--- src/exec_types_pkg.sv ---
`default_nettype none

package exec_types_pkg;

    localparam int WORD_W    = 32;
    localparam int PREG_W    = 6;
    localparam int ROB_ID_W  = 5;
    localparam int NUM_PREGS = 64;

    typedef logic [WORD_W-1:0]   word_t;
    typedef logic [PREG_W-1:0]   preg_t;
    typedef logic [ROB_ID_W-1:0] rob_id_t;

    // both operand words of one lane
    typedef struct packed {
        word_t rs0_data;
        word_t rs1_data;
    } prf_read_t;

    typedef struct packed {
        logic  wen;
        preg_t rd;
        word_t wdata;
    } prf_write_t; // writeback and bypass

    typedef struct packed {
        logic    valid;
        rob_id_t id;
        logic    overflow; // exception flag
    } rob_finish_t;

endpackage

`default_nettype wire

--- src/uop_defs_pkg.sv ---
`default_nettype none

package uop_defs_pkg;

    import exec_types_pkg::*;

    localparam int UOP_W       = 6;
    localparam int ALU_CLASS_W = 3;

    // nop first so an all-zero bundle is harmless
    typedef enum logic [UOP_W-1:0] {
        NOP_U,
        OR_U, ORI_U, LUI_U, AND_U, ANDI_U, NOR_U, XOR_U, XORI_U,
        SLL_U, SLLV_U, SRL_U, SRLV_U, SRA_U, SRAV_U,
        ADD_U, ADDI_U, ADDU_U, SUB_U, SUBU_U,
        SLT_U, SLTI_U, SLTU_U, SLTIU_U,
        MFHI_U, MTHI_U,     // hi/lo are renamed so these are plain moves
        CLZ_U, CLO_U,
        BEQ_U, BNE_U, BGEZ_U, BGTZ_U, BLEZ_U, BLTZ_U,
        J_U, JAL_U, JR_U, JALR_U
    } uop_e;

    typedef enum logic [ALU_CLASS_W-1:0] {
        ALU_LOGIC,
        ALU_SHIFT,
        ALU_ARITH,
        ALU_MOVE,
        ALU_COUNT,
        ALU_BRANCH
    } alu_class_e;

    typedef struct packed {
        logic       valid;
        uop_e       uop;
        alu_class_e alu_class;
        rob_id_t    id;
        logic       op0_re;
        logic       op1_re;
        preg_t      op0_preg;
        preg_t      op1_preg;
        logic       dst_we;
        preg_t      dst_preg;
        word_t      imm;
        word_t      branch_addr;  // predicted target in, resolved target out
        logic       branch_taken;
    } uop_bundle_t;

endpackage

`default_nettype wire

--- src/lead_count.sv ---
`timescale 1ns/1ps
`default_nettype none

module lead_count (
    input  exec_types_pkg::word_t value,
    input  logic                  count_ones,
    output exec_types_pkg::word_t count
);
    import exec_types_pkg::*;

    word_t v;

    assign v = count_ones ? ~value : value; // clo is clz of the inverse

    // highest set bit wins and 32 means none is set
    always_comb begin
        count = word_t'(WORD_W);
        for (int i = 0; i < WORD_W; i++) begin
            if (v[i]) begin
                count = word_t'(WORD_W - 1 - i);
            end
        end
    end

endmodule

`default_nettype wire

--- src/alu.sv ---
`timescale 1ns/1ps
`default_nettype none

module alu (
    input  uop_defs_pkg::uop_bundle_t    uop,
    input  exec_types_pkg::prf_read_t    rdata,
    input  exec_types_pkg::prf_write_t   bypass0,
    input  exec_types_pkg::prf_write_t   bypass1,
    output exec_types_pkg::prf_write_t   wb,
    output exec_types_pkg::rob_finish_t  finish,
    output uop_defs_pkg::uop_bundle_t    uop_out
);
    import exec_types_pkg::*;
    import uop_defs_pkg::*;

    uop_e       op;
    word_t      src0;
    word_t      src1;
    logic [4:0] shamt;
    word_t      logic_res;
    word_t      shift_res;
    word_t      arith_res;
    word_t      count_res;
    word_t      result;
    word_t      add_b;
    word_t      sum;
    logic       is_sub;
    logic       lt;
    logic       overflow;
    logic       taken;
    word_t      target;
    logic       fin_valid;

    assign op = uop.uop;

    // lane 0 bypass checked before lane 1
    always_comb begin
        src0 = rdata.rs0_data;
        if (uop.op0_re) begin
            if (bypass0.wen && bypass0.rd == uop.op0_preg) begin
                src0 = bypass0.wdata;
            end else if (bypass1.wen && bypass1.rd == uop.op0_preg) begin
                src0 = bypass1.wdata;
            end
        end
    end

    always_comb begin
        src1 = uop.imm; // immediate form
        if (uop.op1_re) begin
            if (bypass0.wen && bypass0.rd == uop.op1_preg) begin
                src1 = bypass0.wdata;
            end else if (bypass1.wen && bypass1.rd == uop.op1_preg) begin
                src1 = bypass1.wdata;
            end else begin
                src1 = rdata.rs1_data;
            end
        end
    end

    always_comb begin
        unique case (op)
            OR_U, ORI_U:   logic_res = src0 | src1;
            LUI_U:         logic_res = uop.imm | src0;
            AND_U, ANDI_U: logic_res = src0 & src1;
            NOR_U:         logic_res = ~(src0 | src1);
            XOR_U, XORI_U: logic_res = src0 ^ src1;
            default:       logic_res = '0;
        endcase
    end

    assign shamt = src0[4:0];

    always_comb begin
        unique case (op)
            SLL_U, SLLV_U: shift_res = src1 << shamt;
            SRL_U, SRLV_U: shift_res = src1 >> shamt;
            SRA_U, SRAV_U: shift_res = word_t'($signed(src1) >>> shamt);
            default:       shift_res = '0;
        endcase
    end

    // subtract as a + ~b + 1
    assign is_sub = op inside {SUB_U, SUBU_U};
    assign add_b  = is_sub ? ~src1 : src1;
    assign sum    = src0 + add_b + word_t'(is_sub);
    assign overflow = (op inside {ADD_U, ADDI_U, SUB_U}) &&
                      (src0[31] == add_b[31]) && (sum[31] != src0[31]);

    assign lt = (op inside {SLT_U, SLTI_U}) ? ($signed(src0) < $signed(src1)) : (src0 < src1);
    assign arith_res = (op inside {SLT_U, SLTI_U, SLTU_U, SLTIU_U}) ? word_t'(lt) : sum;

    lead_count u_lead_count (
        .value      (src0),
        .count_ones (op == CLO_U),
        .count      (count_res)
    );

    always_comb begin
        unique case (op)
            BEQ_U:                    taken = (src0 == src1);
            BNE_U:                    taken = (src0 != src1);
            BGEZ_U:                   taken = ~src0[31];
            BGTZ_U:                   taken = ~src0[31] & (|src0[30:0]);
            BLEZ_U:                   taken = src0[31] | ~(|src0[30:0]);
            BLTZ_U:                   taken = src0[31];
            J_U, JAL_U, JR_U, JALR_U: taken = 1'b1;
            default:                  taken = 1'b0;
        endcase
    end

    assign target = (op inside {JR_U, JALR_U}) ? src0 : uop.branch_addr;

    always_comb begin
        unique case (uop.alu_class)
            ALU_LOGIC: result = logic_res;
            ALU_SHIFT: result = shift_res;
            ALU_ARITH: result = arith_res;
            ALU_MOVE:  result = src0;
            ALU_COUNT: result = count_res;
            default:   result = '0; // branch
        endcase
    end

    assign fin_valid = uop.valid && (op != NOP_U);

    always_comb begin
        wb.wen          = fin_valid && uop.dst_we && !overflow; // no write on overflow trap
        wb.rd           = uop.dst_preg;
        wb.wdata        = result;
        finish.valid    = fin_valid;
        finish.id       = uop.id;
        finish.overflow = fin_valid && overflow;
        uop_out              = uop;
        uop_out.branch_taken = taken;
        uop_out.branch_addr  = target;
    end

endmodule

`default_nettype wire

--- config.mk ---
export PLATFORM = sky130hd
export DESIGN_NAME = alu
export DESIGN_NICKNAME = d
export VERILOG_FILES = /design/src/exec_types_pkg.sv /design/src/uop_defs_pkg.sv /design/src/lead_count.sv /design/src/alu.sv
export SDC_FILE = /design/constraint.sdc
export NUM_CORES = 1
export LEC_CHECK = 0
export BUFFER_PORTS_ARGS = -buffer_cell sky130_fd_sc_hd__buf_2
export CORE_MARGIN = 2
export CORE_UTILIZATION = 46
export DETAILED_ROUTE_END_ITERATION = 8
export PLACE_DENSITY = 0.73
export SKIP_LAST_GASP = 1
export SYNTH_ARGS = -nofsm -noshare
export SYNTH_HDL_FRONTEND = slang
export SYNTH_SLANG_ARGS = --single-unit
--- constraint.sdc ---
create_clock -name vclk -period 7.78
set_clock_uncertainty 0.15 [all_clocks]
set_input_delay 1.167 -clock vclk [all_inputs]
set_output_delay 1.167 -clock vclk [all_outputs]
set_load 0.01 [all_outputs]
# After elaboration in Yosys (flattened, before gate mapping)
# Index checks and enable logic that the tools add are counted.
# W data, S select, Z words.
# classes
reduce_logical,26
addsub,2
n_shift,3
order_cmp,2
mux,47
n_bitwise,11
n_eq_ne,45
# op_table
operator,n
$mux W32,10
$pmux W32 S5,2
$mux W6,32
$not A32 Y32,3
$pmux W32 S3,1
$eq A6 B5 Y1 const B,12
$lt A32 B32 Y1,2
$or A32 B32 Y32,2
$eq A6 B4 Y1 const B,8
$eq A6 B6 Y1 const B,6
$add A32 B1 Y32,1
$add A32 B32 Y32,1
$and A32 B32 Y32,1
$eq A32 B32 Y1,1
$ne A32 B32 Y1,1
$shl A32 B5 Y32,1
$shr A32 B5 Y32,1
$sshr A32 B5 Y32,1
$xor A32 B32 Y32,1
$reduce_or A31 Y1,1
$eq A6 B3 Y1 const B,4
$eq A6 B6 Y1,4
$eq A6 B2 Y1 const B,2
$reduce_or A2 Y1,6
19 further kinds,32
# totals
word_cells,136
regBits,0

# Logic depth before layout (Yosys ltp)
# depth
word_depth,40
ltp_mapped,23
depth_no_buf,19

# Modules after synthesis
# From an unflattened synthesis, not the netlist that was laid out.
# hier_totals
cells_unflattened,2101
area_unflattened_um2,13903.3
# by_module_without_submodules
mod,seq_area_each_um2,area_per_inst_um2,cells_per_inst,instances
alu,0.0,12864.8,1922,1
lead_count,0.0,1038.5,179,1

# Worst setup path after synthesis
# No wires, ideal clock.
# synth_path
kind,input-to-output
start,in uop[83] in the netlist's numbering
end,out wb[38] in the netlist's numbering
t_arrival_ps,5971
cell_stages,21
path_slack_ps,492
required_ps,6463
n_path_buf,5
path_cell_list,xor2_1 > nor4b_2 > a211o_1 > buf_2 > buf_1 > o22ai_1 > o2bb2ai_1 > clkinv_1 > buf_2 > clkbuf_1 > buf_1 > ha_1 > a2111oi_0 > o31a_1 > a21oi_2 > a31o_2 > nor4b_2 > o41ai_4 > mux2i_1 > or3_1 > and3_1
# synth_lines
item,line_no,rtl
from (decl),alu.sv:5,"input uop_defs_pkg::uop_bundle_t uop,"
to (decl),alu.sv:9,"output exec_types_pkg::prf_write_t wb,"

==> results.md <==
- Weighted congestion at the end of routability-driven global placement: between 1 and 1.5
- Type of the worst min-delay path: in2out
- Required time of the critical path: roughly 6.5 ns
- Yosys cell types: 85
- Result of the run: completed
- Critical path type: in2out
- Die Ht: 171 microns
- Maximum vdd ir drop: 0.0442 mV
- Critical Path Source: uop[82]
- Remaining antenna violation count: 0
- Number of placement rows: between 60 and 70
- Number of setup violations in the final report: 0
- Clock network power share: 0%
- Sort of element at the end of the critical path: output port
- Relative slew margins: about a third
- Final worst path period share: between 90 and 100%
- CTS hold repair buffers: 0
- Leakage power: roughly 6.9 nW
- Final cell count without fillers: around 2.6k
- Area of the die: slightly below 30000 sq um
- Remaining Overflow, GRT: 0
- Syn_area_per_cell: around 6.6 sq um
- Iteration-0 DRC count of the detailed router: between 3k and 4k
- Global router's overall resource usage: 49.3%
- Core region area: ~28000 sq um
- Fill cell total of the finished layout: 2833
- Cell depth of the worst min-delay path: 0
- Number of ports placed on the die boundary: 390
- I/O Buffers: approximately 360
- Time the final worst path needs with I/O delays and setup: around 7.7 ns
- Min-Delay Endpoint: finish[3]
- Clock tree buffer count of the final layout: 0
- Critical Path AT: 6.34 ns
- Sequential group share of total power: 0%
- Final Hold Viols: 0
- Part of the power in combinational logic: 100.0%
- Wire length of the first global-routing pass: 108000 microns
- Routed wire length per instance: ~29 microns
- Post-Syn Instances: roughly 1.9k
- Post-CTS resize count: 0
- Total Nets Final: between 2k and 3k
- Most frequent cells in the layout: 356 x sky130_fd_sc_hd__buf_2, 181 x sky130_fd_sc_hd__nand2_1, 170 x sky130_fd_sc_hd__o21ai_0, 153 x sky130_fd_sc_hd__buf_4, 131 x sky130_fd_sc_hd__a21oi_1
- Via count of the first global-routing pass: 16.9k
- Final Routed Wirelength: 75000 microns
- Net Switching: ~0.00078 W
- Critical-path maximum fanout: 16
- Smallest hold slack: approximately 2.2 ns
- Layout cell share with drive strength beyond 1: 27.2%
- Kind of start point of the critical path: input port
- Number of max-cap violations: 0
- Slew at the pin with the worst max-slew slack: 0.985 ns
- Setup Buffers After CTS: 0
- Vias post-DR: approximately 18k
- Power Internal: approximately 0.00043 W
- Mapped Area: roughly 13000 sq um
- Synthesized netlist net count: around 2.3k
- Width of the die: between 150 and 200 microns
- Reg area: 0 sq um
- Number of antenna violations at the first check in global routing: 7
- Leading cell type in the layout, fill and taps excluded: sky130_fd_sc_hd__buf_2
- Sequential cell count: 0
- Max Freq: 0.131 GHz
- Placed cell count: 2595
- Warning count from the yosys run: 0
- TritonRoute pass-1 iters: 8
- Largest net degree at the start of global routing: 72
- Final slew viol count: 0
- Detail-routed via count per cell: a little over 7
- Pwr dens: roughly 79 nW/um^2
- Unrepaired setup endpoints after global routing: yes
- Hold Path Origin: uop[88]
- Synthesis-to-layout area growth: 18.8%
- Final HPWL from detailed placement: about 60000 microns
- Net switching fraction of the power: ~64%
- DRC errors left: 0
- Share of the yosys chip area belonging to registers: 0%
- Starting utilization of the core area: between 40 and 50%
[metal layers]
metal / part of all wire (%) / up-vias / track usage, %
met1: 36 / 8459 / 61.8
met2: 41 / 1563 / 72.8
li1: - / 7834 / -
met4: 8.8 / 10 / 33.7
met3: 14 / 436 / 13.9
met5: 0.15 / - / 0
[worst max-delay path, stage by stage]
cell and delay (ns):
sky130_fd_sc_hd__buf_2 0.13, sky130_fd_sc_hd__xor2_1 0.20, sky130_fd_sc_hd__or4b_4 0.58, sky130_fd_sc_hd__nor2_4 0.23, sky130_fd_sc_hd__o21a_4 0.31, sky130_fd_sc_hd__buf_4 0.28
sky130_fd_sc_hd__a2bb2oi_2 0.20, sky130_fd_sc_hd__ha_1 0.30, sky130_fd_sc_hd__nor2b_1 0.17, sky130_fd_sc_hd__o21ai_0 0.21, sky130_fd_sc_hd__nand3_1 0.19, sky130_fd_sc_hd__a221o_1 0.47
sky130_fd_sc_hd__a221o_1 0.34, sky130_fd_sc_hd__a31o_2 0.27, sky130_fd_sc_hd__nor4b_2 0.19, sky130_fd_sc_hd__o41ai_4 0.29, sky130_fd_sc_hd__mux2i_1 0.14, sky130_fd_sc_hd__or3_1 0.34
sky130_fd_sc_hd__and3_1 0.19, sky130_fd_sc_hd__buf_2 0.13
[cells in the mapped netlist (11+ instances only)]
library cell                count  area, sq um
sky130_fd_sc_hd__o21a_1        18          135
sky130_fd_sc_hd__inv_1         65          244
sky130_fd_sc_hd__mux2i_1      129         1290
sky130_fd_sc_hd__o2111ai_1     11         96.3
sky130_fd_sc_hd__nand2_1      182          683
sky130_fd_sc_hd__a31oi_1       24          150
sky130_fd_sc_hd__xor2_1        52          455
sky130_fd_sc_hd__nand2b_1      14         87.6
sky130_fd_sc_hd__a211oi_1      28          210
sky130_fd_sc_hd__buf_2         32          160
sky130_fd_sc_hd__o21ai_0      173          866
sky130_fd_sc_hd__ha_1         127         1590
sky130_fd_sc_hd__a222oi_1      17          170
sky130_fd_sc_hd__o211ai_1      20          150
sky130_fd_sc_hd__nand3_1       94          470
sky130_fd_sc_hd__o22ai_1       41          257
sky130_fd_sc_hd__and3_1        13         81.3
sky130_fd_sc_hd__nor3_1        61          305
sky130_fd_sc_hd__a221oi_1      32          280
sky130_fd_sc_hd__a21oi_2       21          184
sky130_fd_sc_hd__buf_1         18         67.6
sky130_fd_sc_hd__a311oi_1      30          263
sky130_fd_sc_hd__a21o_1        27          203
sky130_fd_sc_hd__xnor2_1       33          289
sky130_fd_sc_hd__nor2_1       107          402
sky130_fd_sc_hd__clkbuf_1      96          360
sky130_fd_sc_hd__mux2_2        14          158
sky130_fd_sc_hd__nand4_1       27          169
sky130_fd_sc_hd__a21oi_1      132          661
sky130_fd_sc_hd__a22oi_1       38          285
sky130_fd_sc_hd__buf_4         82          616
[cell families (layout without fill, tap and decap cells)]
kind of cell / count (synthesis) / in the layout / share of synthesized area [%]
AO/OA/AOI/OAI: 718 / 718 / 38.0
XOR/XNOR: 85 / 85 / 5.79
adder cells (fa/ha/maj): 128 / 128 / 12.5
buffers and inverters: 305 / 586 / 11.7
multiplexers: 144 / 144 / 11.4
other: 0 / 2 / 0
AND/OR/NAND/NOR: 556 / 556 / 20.5
[power by group through the flow]
stage	sequential [W]	clock, W	combinational [W]
4_1_cts	0	0	0.00115
6_report	0	0.0000000000123	0.00121
3_5_place_dp	0	0	0.00114
5_1_grt	0	0	0.00127
2_1_floorplan	0	0	0.000698
3_3_place_gp	0	0	0.00113
[how the worst max path moves through the flow]
stage          endpoint  slack (ns)  cells past startpoint
5_1_grt          wb[38]       -0.01                     21
6_report         wb[38]        0.13                     20
2_1_floorplan    wb[38]        0.49                     21
3_5_place_dp     wb[16]        0.12                     23
4_1_cts          wb[16]        0.08                     23
3_3_place_gp     wb[38]        0.26                     22
[layout make-up]
class	count	area (sq um)	area share [%]
inverter	75	282	1.84
multi-input combinational	1631	11600	75.6
tap	378	473	3.10
antenna	2	5.00	0.0328
timing repair buffer	511	2960	19.4
[metrics by stage]
stage / area (sq um) / util, % / setup TNS, ns / setup WS, ns / power (W)
floorplan: 12900 / - / 0 / 0.492 / 0.000698
global placement: 15200 / 55.0 / 0 / 0.257 / 0.00113
detailed placement: 15200 / 55.0 / 0 / 0.119 / 0.00114
CTS: 15200 / 55.0 / 0 / 0.0850 / 0.00115
global route: 15300 / 55.3 / -0.0122 / -0.0122 / 0.00127
finish: 15300 / 55.3 / 0 / 0.126 / 0.00121
Note: power is estimated with default switching activity, not from simulation.
